--- src/hw/bus_cfg_pkg.sv ---
`default_nettype none

package bus_cfg_pkg;

    // bus population
    localparam int NUM_MASTERS = 2;
    localparam int NUM_SLAVES  = 3;    // slave id 0 means no slave

    // word count of each slave, indexed by slave id minus one
    localparam int SLAVE_DEPTHS [NUM_SLAVES] = '{4096, 4096, 2048};

    localparam int DATA_WIDTH     = 16;
    localparam int ADDR_WIDTH     = 12;   // covers the deepest slave
    localparam int SLAVE_ID_WIDTH = 2;

    // externally entered write words per master
    localparam int BANK_DEPTH = 16;

    // cycles that each configuration beat is held on the command port
    localparam int BEAT_CYCLES = 2;

    typedef logic [DATA_WIDTH-1:0]     data_word_t;
    typedef logic [ADDR_WIDTH-1:0]     addr_t;
    typedef logic [SLAVE_ID_WIDTH-1:0] slave_id_t;

    // bank index and word count, count reaches BANK_DEPTH itself
    typedef logic [$clog2(BANK_DEPTH)-1:0] bank_ptr_t;
    typedef logic [$clog2(BANK_DEPTH):0]   bank_count_t;

endpackage : bus_cfg_pkg

`default_nettype wire

--- src/hw/setup_pkg.sv ---
`default_nettype none

package setup_pkg;

    // operator menu phases, in walking order
    typedef enum logic [3:0] {
        slave_sel,
        rdwr_sel,
        ext_sel,
        entry_m0,
        entry_m1,
        first_addr_m0,
        first_addr_m1,
        length_m0,
        length_m1,
        configuring,
        ready,
        communicating,
        done
    } phase_t;

    // master configuration sequencer
    typedef enum logic [2:0] {
        idle,
        beat_first,
        beat_middle,
        beat_last,
        launch
    } cfg_state_t;

    // settings captured by the menu for one master
    typedef struct packed {
        bus_cfg_pkg::slave_id_t slave_id;
        logic                   rd_wr;       // 1 is write
        logic                   ext_write;   // write words from the bank
        bus_cfg_pkg::addr_t     first_addr;
        bus_cfg_pkg::addr_t     last_addr;
    } master_setup_t;

    // command port of one bus master
    typedef struct packed {
        logic                    start;
        logic                    eoc;        // end of communication
        logic                    rd_wr;
        logic                    ext_write;
        logic                    burst;
        bus_cfg_pkg::slave_id_t  slave_id;
        bus_cfg_pkg::addr_t      address;
        bus_cfg_pkg::data_word_t data;
    } master_cmd_t;

    // one word committed into the write data bank
    typedef struct packed {
        logic                    valid;
        logic                    master;
        bus_cfg_pkg::data_word_t data;
    } bank_write_t;

endpackage : setup_pkg

`default_nettype wire

--- src/hw/setup_menu.sv ---
`timescale 1ns/1ps
`default_nettype none

module setup_menu (
    input  wire logic                    clk,
    input  wire logic                    rstN,
    input  wire bus_cfg_pkg::data_word_t sw,
    input  wire logic                    step,
    input  wire logic                    next_word,
    input  wire logic [1:0]              master_done,
    input  wire logic                    config_done,
    output setup_pkg::phase_t            phase,
    output setup_pkg::master_setup_t     setup [bus_cfg_pkg::NUM_MASTERS],
    output setup_pkg::bank_write_t       bank_wr,
    output logic                         config_go,
    output logic                         launch_go,
    output logic                         skip_go
);
    import bus_cfg_pkg::*;
    import setup_pkg::*;

    phase_t phase_next;
    logic   in_entry;
    logic   run_done;

    // highest legal address of the chosen slave or of the first slave for id 0
    function automatic addr_t slave_top(slave_id_t id);
        int idx;
        idx = (id == '0) ? 0 : int'(id) - 1;
        return addr_t'(SLAVE_DEPTHS[idx] - 1);
    endfunction

    // first address plus length held inside the slave
    function automatic addr_t clamp_last(addr_t first, data_word_t len, slave_id_t id);
        logic [DATA_WIDTH:0] sum;
        addr_t               top_addr;
        top_addr = slave_top(id);
        sum      = {1'b0, len} + first;
        if (sum > top_addr)
            return top_addr;
        return addr_t'(sum);
    endfunction

    assign in_entry = (phase == entry_m0) || (phase == entry_m1);

    // a step in an entry phase also commits the word on the switches
    assign bank_wr.valid  = in_entry && (next_word || step);
    assign bank_wr.master = (phase == entry_m1);
    assign bank_wr.data   = sw;

    assign config_go = step && (phase == length_m1);
    assign launch_go = step && (phase == ready);
    assign skip_go   = step && (phase == slave_sel) && (sw[3:0] == '0);

    // an unused master counts as finished
    assign run_done = (master_done == 2'b11) ||
                      ((setup[0].slave_id == '0) && master_done[1]) ||
                      ((setup[1].slave_id == '0) && master_done[0]);

    always_comb begin
        phase_next = phase;
        case (phase)
            slave_sel:     if (step) phase_next = (sw[3:0] == '0) ? done : rdwr_sel;
            rdwr_sel:      if (step) phase_next = ext_sel;
            ext_sel: begin
                if (step) begin
                    if (sw[0])
                        phase_next = entry_m0;
                    else if (sw[1])
                        phase_next = entry_m1;
                    else
                        phase_next = first_addr_m0;
                end
            end
            entry_m0:      if (step) phase_next = setup[1].ext_write ? entry_m1 : first_addr_m0;
            entry_m1:      if (step) phase_next = first_addr_m0;
            first_addr_m0: if (step) phase_next = first_addr_m1;
            first_addr_m1: if (step) phase_next = length_m0;
            length_m0:     if (step) phase_next = length_m1;
            length_m1:     if (step) phase_next = configuring;
            configuring:   if (config_done) phase_next = ready;
            ready:         if (step) phase_next = communicating;
            communicating: if (run_done) phase_next = done;
            default:       phase_next = phase;   // done holds until reset
        endcase
    end

    always_ff @(posedge clk or negedge rstN) begin
        if (!rstN) begin
            phase <= slave_sel;
            setup <= '{default: '0};
        end else begin
            phase <= phase_next;
            // fields follow the switches while their phase is active
            case (phase)
                slave_sel: begin
                    for (int i = 0; i < NUM_MASTERS; i++)
                        setup[i].slave_id <= sw[SLAVE_ID_WIDTH*i +: SLAVE_ID_WIDTH];
                end
                rdwr_sel: begin
                    for (int i = 0; i < NUM_MASTERS; i++)
                        setup[i].rd_wr <= sw[i];
                end
                ext_sel: begin
                    for (int i = 0; i < NUM_MASTERS; i++)
                        setup[i].ext_write <= sw[i];
                end
                first_addr_m0: setup[0].first_addr <= addr_t'(sw);
                first_addr_m1: setup[1].first_addr <= addr_t'(sw);
                length_m0: setup[0].last_addr <= clamp_last(setup[0].first_addr, sw,
                                                            setup[0].slave_id);
                length_m1: setup[1].last_addr <= clamp_last(setup[1].first_addr, sw,
                                                            setup[1].slave_id);
                default: ;
            endcase
        end
    end

    // the sequencer reports completion only while configuring
    a_config_done_phase: assert property (@(posedge clk) disable iff (!rstN)
        config_done |-> (phase == configuring));

endmodule : setup_menu

`default_nettype wire

--- src/hw/write_data_bank.sv ---
`timescale 1ns/1ps
`default_nettype none

module write_data_bank (
    input  wire logic                    clk,
    input  wire logic                    rstN,
    input  wire setup_pkg::bank_write_t  wr,
    input  wire logic                    rd_master,
    input  wire bus_cfg_pkg::bank_ptr_t  rd_ptr,
    output bus_cfg_pkg::data_word_t      rd_data,
    output bus_cfg_pkg::bank_count_t     count [bus_cfg_pkg::NUM_MASTERS]
);
    import bus_cfg_pkg::*;

    data_word_t mem [NUM_MASTERS][BANK_DEPTH];
    bank_ptr_t  wr_ptr;
    logic       wr_ok;

    // the count of a master doubles as its write pointer
    assign wr_ptr = bank_ptr_t'(count[wr.master]);
    assign wr_ok  = wr.valid && (count[wr.master] < BANK_DEPTH);   // extra words dropped

    always_ff @(posedge clk) begin
        if (wr_ok)
            mem[wr.master][wr_ptr] <= wr.data;
    end

    always_ff @(posedge clk or negedge rstN) begin
        if (!rstN) begin
            count <= '{default: '0};
        end else if (wr_ok) begin
            count[wr.master] <= count[wr.master] + 1'b1;
        end
    end

    assign rd_data = mem[rd_master][rd_ptr];   // asynchronous read

    for (genvar i = 0; i < NUM_MASTERS; i++) begin : g_count_chk
        a_count_bound: assert property (@(posedge clk) disable iff (!rstN)
            count[i] <= BANK_DEPTH);
    end

endmodule : write_data_bank

`default_nettype wire

--- src/hw/master_config_sequencer.sv ---
`timescale 1ns/1ps
`default_nettype none

module master_config_sequencer (
    input  wire logic                     clk,
    input  wire logic                     rstN,
    input  wire setup_pkg::master_setup_t setup [bus_cfg_pkg::NUM_MASTERS],
    input  wire bus_cfg_pkg::bank_count_t count [bus_cfg_pkg::NUM_MASTERS],
    input  wire bus_cfg_pkg::data_word_t  rd_data,
    input  wire logic                     config_go,
    input  wire logic                     launch_go,
    input  wire logic                     skip_go,
    output logic                          rd_master,
    output bus_cfg_pkg::bank_ptr_t        rd_ptr,
    output setup_pkg::master_cmd_t        cmd [bus_cfg_pkg::NUM_MASTERS],
    output logic                          config_done
);
    import bus_cfg_pkg::*;
    import setup_pkg::*;

    cfg_state_t state, state_next;
    logic       mst, mst_next;          // master being configured
    bank_ptr_t  ptr, ptr_next;          // bank word of the current beat
    logic [$clog2(BEAT_CYCLES)-1:0] beat_cnt;

    logic        beat_end;
    logic        load;                  // a new beat goes out on the next edge
    bank_count_t cur_cnt;
    bank_count_t nxt_cnt;
    bank_ptr_t   last_ptr;
    logic        has_middle;

    assign beat_end   = (beat_cnt == BEAT_CYCLES - 1);
    assign cur_cnt    = count[mst];
    assign nxt_cnt    = count[mst_next];
    assign last_ptr   = (cur_cnt >= 2) ? bank_ptr_t'(cur_cnt - 1'b1) : '0;
    assign has_middle = setup[mst].ext_write && (cur_cnt > 2);

    always_comb begin
        state_next = state;
        mst_next   = mst;
        ptr_next   = ptr;
        load       = 1'b0;
        case (state)
            idle: begin
                if (config_go) begin
                    state_next = beat_first;
                    mst_next   = 1'b0;
                    ptr_next   = '0;
                    load       = 1'b1;
                end else if (launch_go) begin
                    state_next = launch;
                end
            end
            beat_first: begin
                if (beat_end) begin
                    load       = 1'b1;
                    state_next = has_middle ? beat_middle : beat_last;
                    ptr_next   = has_middle ? bank_ptr_t'(1) : last_ptr;
                end
            end
            beat_middle: begin
                if (beat_end) begin
                    load = 1'b1;
                    if (bank_count_t'(ptr) == cur_cnt - 2'd2) begin
                        state_next = beat_last;
                        ptr_next   = last_ptr;
                    end else begin
                        ptr_next = ptr + 1'b1;
                    end
                end
            end
            beat_last: begin
                if (beat_end) begin
                    if (mst == NUM_MASTERS - 1) begin
                        state_next = idle;
                    end else begin
                        state_next = beat_first;
                        mst_next   = mst + 1'b1;
                        ptr_next   = '0;
                        load       = 1'b1;
                    end
                end
            end
            default: state_next = idle;     // launch lasts one cycle
        endcase
    end

    // bank is read at the word of the beat about to go out
    assign rd_master = mst_next;
    assign rd_ptr    = ptr_next;

    always_ff @(posedge clk or negedge rstN) begin
        if (!rstN) begin
            state       <= idle;
            mst         <= 1'b0;
            ptr         <= '0;
            beat_cnt    <= '0;
            config_done <= 1'b0;
            cmd         <= '{default: '0};
        end else begin
            state       <= state_next;
            mst         <= mst_next;
            ptr         <= ptr_next;
            beat_cnt    <= load ? '0 : beat_cnt + 1'b1;
            config_done <= (state == beat_last) && beat_end && (mst == NUM_MASTERS - 1);
            for (int i = 0; i < NUM_MASTERS; i++) begin
                cmd[i].start <= launch_go;   // both masters together
                cmd[i].eoc   <= skip_go;
            end
            if (load) begin
                cmd[mst_next].start     <= (state_next != beat_middle);
                cmd[mst_next].rd_wr     <= setup[mst_next].rd_wr;
                cmd[mst_next].ext_write <= setup[mst_next].ext_write;
                cmd[mst_next].slave_id  <= setup[mst_next].slave_id;
                cmd[mst_next].burst     <= (nxt_cnt >= 2);
                cmd[mst_next].address   <= (state_next == beat_first) ?
                                           setup[mst_next].first_addr :
                                           setup[mst_next].last_addr;
                cmd[mst_next].data      <= (nxt_cnt == '0) ? '0 : rd_data;
            end
        end
    end

    a_start_both: assert property (@(posedge clk) disable iff (!rstN)
        (cmd[0].start && cmd[1].start) |-> (state == launch));

endmodule : master_config_sequencer

`default_nettype wire

--- src/hw/setup_controller.sv ---
`timescale 1ns/1ps
`default_nettype none

module setup_controller (
    input  wire logic                    clk,
    input  wire logic                    rstN,
    input  wire bus_cfg_pkg::data_word_t sw,
    input  wire logic                    step,          // one-cycle strobe
    input  wire logic                    next_word,     // one-cycle strobe
    input  wire logic [1:0]              master_done,
    output setup_pkg::master_cmd_t       cmd [bus_cfg_pkg::NUM_MASTERS],
    output setup_pkg::phase_t            phase
);
    import bus_cfg_pkg::*;
    import setup_pkg::*;

    master_setup_t setup [NUM_MASTERS];
    bank_write_t   bank_wr;
    bank_count_t   count [NUM_MASTERS];
    logic          rd_master;
    bank_ptr_t     rd_ptr;
    data_word_t    rd_data;
    logic          config_go;
    logic          launch_go;
    logic          skip_go;
    logic          config_done;

    // operator menu, produces settings and bank words
    setup_menu setup_menu_inst (
        .clk,
        .rstN,
        .sw,
        .step,
        .next_word,
        .master_done,
        .config_done,
        .phase,
        .setup,
        .bank_wr,
        .config_go,
        .launch_go,
        .skip_go
    );

    write_data_bank write_data_bank_inst (
        .clk,
        .rstN,
        .wr        (bank_wr),
        .rd_master,
        .rd_ptr,
        .rd_data,
        .count
    );

    // drives the master command ports
    master_config_sequencer master_config_sequencer_inst (
        .clk,
        .rstN,
        .setup,
        .count,
        .rd_data,
        .config_go,
        .launch_go,
        .skip_go,
        .rd_master,
        .rd_ptr,
        .cmd,
        .config_done
    );

endmodule : setup_controller

`default_nettype wire

--- config.mk ---
export PLATFORM = sky130hd
export DESIGN_NAME = setup_controller
export DESIGN_NICKNAME = d
export VERILOG_FILES = /design/src/hw/bus_cfg_pkg.sv /design/src/hw/setup_pkg.sv /design/src/hw/setup_menu.sv /design/src/hw/write_data_bank.sv /design/src/hw/master_config_sequencer.sv /design/src/hw/setup_controller.sv
export SDC_FILE = /design/constraint.sdc
export NUM_CORES = 1
export LEC_CHECK = 0
export ABC_AREA = 1
export BUFFER_PORTS_ARGS = -buffer_cell sky130_fd_sc_hd__buf_2
export CAP_MARGIN = 20
export CELL_PAD_IN_SITES_DETAIL_PLACEMENT = 1
export CELL_PAD_IN_SITES_GLOBAL_PLACEMENT = 1
export CORE_UTILIZATION = 24
export CTS_CLUSTER_SIZE = 25
export DETAILED_ROUTE_END_ITERATION = 8
export PLACE_DENSITY_LB_ADDON = 0.2
export SLEW_MARGIN = 20
export SYNTH_ARGS = -nofsm -noshare
export SYNTH_HDL_FRONTEND = slang
export SYNTH_SLANG_ARGS = --single-unit
--- constraint.sdc ---
create_clock -name clk -period 4.5 [get_ports clk]
set_clock_uncertainty 0.15 [all_clocks]
set_input_delay 0.9 -clock clk [delete_from_list [all_inputs] [get_ports clk]]
set_output_delay 0.9 -clock clk [all_outputs]
set_load 0.005 [all_outputs]
==> metrics.json <==
{
  "synth_top_cells_by_area": {"value": "sky130_fd_sc_hd__edfxtp_1 51%, sky130_fd_sc_hd__dfrtp_1 12%, sky130_fd_sc_hd__mux2i_1 7.6%"},
  "row_count": {"value": 129},
  "clock_path_buffers": {"value": 3},
  "remaining_drc_errors": {"value": 0},
  "timing.final.hold_violations": {"value": 0},
  "tightest_slew": {"value": 0.9163, "unit": "ns"},
  "clk_root_buffer_cell": {"value": "sky130_fd_sc_hd__clkbuf_16"},
  "grt_first_pass_wirelength": {"value": 150.4, "unit": "mm"},
  "synthDominantAreaCellType": {"value": "sky130_fd_sc_hd__edfxtp_1"},
  "starting_density_of_the_core": {"value": 24.22, "unit": "%"},
  "slew_viol_final": {"value": 0},
  "critPathLaunchType": {"value": "primary input"},
  "ys_seq_elements": {"value": 661},
  "post_place_cells": {"value": 4418},
  "postRouteAntennaNets": {"value": 0},
  "synth_top_area_share": {"value": 51.35, "unit": "%"},
  "grt_util_all_layers": {"value": 16.10, "unit": "%"},
  "synth_enable_flop_cells": {"value": 512},
  "cts_inserted_buffers": {"value": 75},
  "cts_max_level": {"value": 3},
  "worst_setup_path_end_kind": {"value": "register"},
  "placeable_core_area": {"value": 123600, "unit": "um2"},
  "grt-ovfl-total": {"value": 0},
  "cell_internal_pwr": {"value": 0.01170, "unit": "W"},
  "grt_antenna_before_repair": {"value": 9},
  "width_of_the_die": {"value": 355.2, "unit": "um"},
  "finalSetupViolCount": {"value": 0},
  "share_clk_of_total_power": {"value": 33.5, "unit": "%"},
  "clk_latency": {"value": 0.63, "unit": "ns"},
  "combinationalPowerShare": {"value": 30.7, "unit": "%"},
  "worst_ir_drop_vdd": {"value": 0.6030, "unit": "mV"},
  "ys_async_sr_fraction": {"value": 22.54, "unit": "%"},
  "globalplace.congestion": {"value": 0.7823},
  "hold_path_class": {"value": "primary input to asynchronous set/reset pin"},
  "worst-setup-path-type": {"value": "primary input to register"},
  "cellPowerDensity": {"value": 526.5, "unit": "nW/um2"},
  "status": {"value": "finished clean"},
  "vias_in_the_first_global_route": {"value": 22210},
  "post-route-period-util": {"value": 93.23, "unit": "%"},
  "power.share.sequential": {"value": 35.8, "unit": "%"},
  "critical_path_required": {"value": 4.83, "unit": "ns"},
  "drtPass1Iterations": {"value": 5},
  "vias_per_cell": {"value": 4.535},
  "sw_frac_of_total": {"value": 37.52, "unit": "%"},
  "postSynth.topFlopCell": {"value": "sky130_fd_sc_hd__edfxtp_1"},
  "max_slew_margin": {"value": 38.76, "unit": "%"},
  "first_iter_violations": {"value": 1264},
  "clkSinkCount": {"value": 661},
  "synth_nets": {"value": 2754},
  "worst_ep_arrival_time": {"value": 4.52, "unit": "ns"},
  "avgSynthCellArea": {"value": 11.11, "unit": "um2"},
  "finalNonFillerCells": {"value": 4557},
  "synth.yosys.seq_area_share": {"value": 63.81, "unit": "%"},
  "worstReg2RegStart": {"value": "setup_menu_inst.setup[14]"},
  "dieHeight": {"value": 355.2, "unit": "um"},
  "drive_gt1_share": {"value": 13.20, "unit": "%"},
  "synthDistinctLibCells": {"value": 45},
  "syn-instance-count": {"value": 2695},
  "most-common-layout-cells": {"value": "601 x sky130_fd_sc_hd__nand2_1, 512 x sky130_fd_sc_hd__edfxtp_1, 319 x sky130_fd_sc_hd__nand3_1"},
  "clk_transition_reported_paths": {"value": 0.06, "unit": "ns"},
  "synthesis.yosys.warnings": {"value": 0},
  "syn-cell-area": {"value": 29940, "unit": "um2"},
  "wirelength": {"value": 101.9, "unit": "mm"},
  "layout.cells.most_common": {"value": "sky130_fd_sc_hd__nand2_1"},
  "total_leakage_power": {"value": 15.96, "unit": "nW"},
  "rsz_0062_raised_after_global_routing": {"value": "no"},
  "nets": {"value": 2917},
  "route.detailed.wl_per_inst": {"value": 22.36, "unit": "um"},
  "syn_to_final_growth": {"value": 18.76, "unit": "%"},
  "dpl.hpwl": {"value": 66.83, "unit": "mm"},
  "final_period_minus_worst_setup_slack": {"value": 4.195, "unit": "ns"},
  "final_setup_tns": {"value": 0, "unit": "ns"},
  "placement.io_buffers": {"value": 95},
  "postCtsHoldBufs": {"value": 0},
  "power.switching": {"value": 0.007024, "unit": "W"},
  "num_io_pins": {"value": 96},
  "tritoncts": {"value": "yes"},
  "grt_max_degree": {"value": 88},
  "fmax": {"value": 0.2384, "unit": "GHz"},
  "drv.max_cap_violation_count": {"value": 0},
  "critical_path_peak_fanout": {"value": 12},
  "via_count": {"value": 20670},
  "startpoint_of_the_most_critical_setup_path": {"value": "sw[2]"},
  "design.die.area": {"value": 126200, "unit": "um2"}
}
area by class of cell:
class / count / area [um2]
clock inverter: 43 / 444.2
multi-input combinational: 1610 / 9223
tap: 1637 / 2048
clock buffer: 93 / 2059
inverter: 294 / 1104
antenna: 3 / 7.507
fill: 13880 / 88080
timing repair buffer: 216 / 1565
sequential: 661 / 19100
routing by layer:
metal  global-route usage, %  up-vias  share of wire (%)
met4                   4.983        4                2.8
met3                   2.677      116                4.0
met1                   21.29    10580                 46
met5                       0        -              0.027
met2                   26.81      363                 47
li1                        -     9601                  -
timing repair:
action	4_1_cts	5_1_grt
gates resized for setup	0	1
endpoints found under the setup margin	0	3
setup buffers	0	0
stage by stage:
stage | total power [W] | util (%) | instance area [um2] | hold WS [ns] | setup slack [ns]
2_1_floorplan | 0.009784 | - | 29940 | 0.2922 | 0.4708
3_3_place_gp | 0.01264 | 26.73 | 33040 | 0.3145 | -0.1348
3_5_place_dp | 0.01267 | 26.73 | 33040 | 0.3160 | -0.3038
4_1_cts | 0.01902 | 28.75 | 35550 | 0.2297 | 0.2981
5_1_grt | 0.01960 | 28.75 | 35550 | 0.2548 | 0.01657
6_report | 0.01872 | 28.76 | 35560 | 0.2090 | 0.3047
Yosys cell counts (11+ instances only):
cell type,instances
sky130_fd_sc_hd__a21oi_1,33
sky130_fd_sc_hd__buf_2,63
sky130_fd_sc_hd__buf_4,15
sky130_fd_sc_hd__clkbuf_1,43
sky130_fd_sc_hd__dfrtp_1,149
sky130_fd_sc_hd__edfxtp_1,512
sky130_fd_sc_hd__ha_1,35
sky130_fd_sc_hd__inv_1,285
sky130_fd_sc_hd__mux2i_1,227
sky130_fd_sc_hd__nand2_1,604
sky130_fd_sc_hd__nand3_1,320
sky130_fd_sc_hd__nand3b_1,70
sky130_fd_sc_hd__nand4_1,35
sky130_fd_sc_hd__nor2_1,66
sky130_fd_sc_hd__nor3_1,22
sky130_fd_sc_hd__o21ai_0,97
sky130_fd_sc_hd__o21ai_1,15
sky130_fd_sc_hd__o22ai_1,23
sky130_fd_sc_hd__xor2_1,11
worst max-delay path, cell delays in order:
cell                       delay, ns
sky130_fd_sc_hd__buf_2          0.28
sky130_fd_sc_hd__ha_1           0.32
sky130_fd_sc_hd__a21oi_1        0.21
sky130_fd_sc_hd__nand2_1        0.10
sky130_fd_sc_hd__nand2_1        0.07
sky130_fd_sc_hd__nand2_1        0.05
sky130_fd_sc_hd__nand2_1        0.08
sky130_fd_sc_hd__nand2_1        0.06
sky130_fd_sc_hd__nand2_1        0.08
sky130_fd_sc_hd__nand2_1        0.06
sky130_fd_sc_hd__nand2_1        0.06
sky130_fd_sc_hd__nand2_1        0.06
sky130_fd_sc_hd__a21oi_1        0.12
sky130_fd_sc_hd__inv_1          0.06
sky130_fd_sc_hd__or2_2          0.26
sky130_fd_sc_hd__nand2_1        0.09
sky130_fd_sc_hd__inv_1          0.05
sky130_fd_sc_hd__ha_1           0.29
sky130_fd_sc_hd__nand3b_1       0.07
sky130_fd_sc_hd__nor4_1         0.32
sky130_fd_sc_hd__nand4_1        0.15
sky130_fd_sc_hd__nor2_1         0.11
sky130_fd_sc_hd__nand4_1        0.08
sky130_fd_sc_hd__nand2_1        0.08
sky130_fd_sc_hd__nand3_1        0.06
sky130_fd_sc_hd__buf_4          0.19
sky130_fd_sc_hd__o22ai_1        0.16
sky130_fd_sc_hd__inv_1          0.06
sequential cells by signal (all words and copies together), names as in the netlist:
| name | cells |
|---|---|
| master_config_sequencer_inst.cmd | 69 |
| write_data_bank_inst.mem | 512 |
| setup_menu_inst.phase | 4 |
| master_config_sequencer_inst.config_done | 1 |
| master_config_sequencer_inst.beat_cnt | 1 |
| master_config_sequencer_inst.ptr | 4 |
| master_config_sequencer_inst.mst | 1 |
| master_config_sequencer_inst.state | 3 |
| setup_menu_inst.setup | 56 |
| write_data_bank_inst.count | 10 |
power groups by stage:
| stage | registers [W] | clock network (W) | logic (W) |
|---|---|---|---|
| final | 0.00670 | 0.00627 | 0.00575 |
| after global routing | 0.00671 | 0.00667 | 0.00622 |
| after CTS | 0.00671 | 0.00646 | 0.00586 |
| after detailed placement | 0.00683 | 0 | 0.00584 |
| after global placement | 0.00683 | 0 | 0.00581 |
| after floorplan | 0.00680 | 0 | 0.00298 |
path summary, 6_finish.rpt:
path | to | slack [ns] | cells past startpoint
max reg2reg | setup_menu_inst.setup[8] | 0.45 | 27
min | master_config_sequencer_inst.cmd[31] | 0.21 | 1
min in group clk | master_config_sequencer_inst.cmd[5] | 0.34 | 2
min reg2reg | master_config_sequencer_inst.cmd[5] | 0.34 | 2
max in group asynchronous | master_config_sequencer_inst.cmd[26] | 2.93 | 2
max | setup_menu_inst.setup[8] | 0.30 | 28
logic make-up after synthesis:
group                    count (synthesis)  synth area share, %
AND/OR/NAND/NOR                       1141                17.12
flip-flops                             661                63.81
buffers and inverters                  424                5.868
multiplexers                           228                7.627
AO/OA/AOI/OAI                          184                3.398
adder cells (fa/ha/maj)                 37                1.596
XOR/XNOR                                20               0.5851
(Power assumes the default switching activity.)
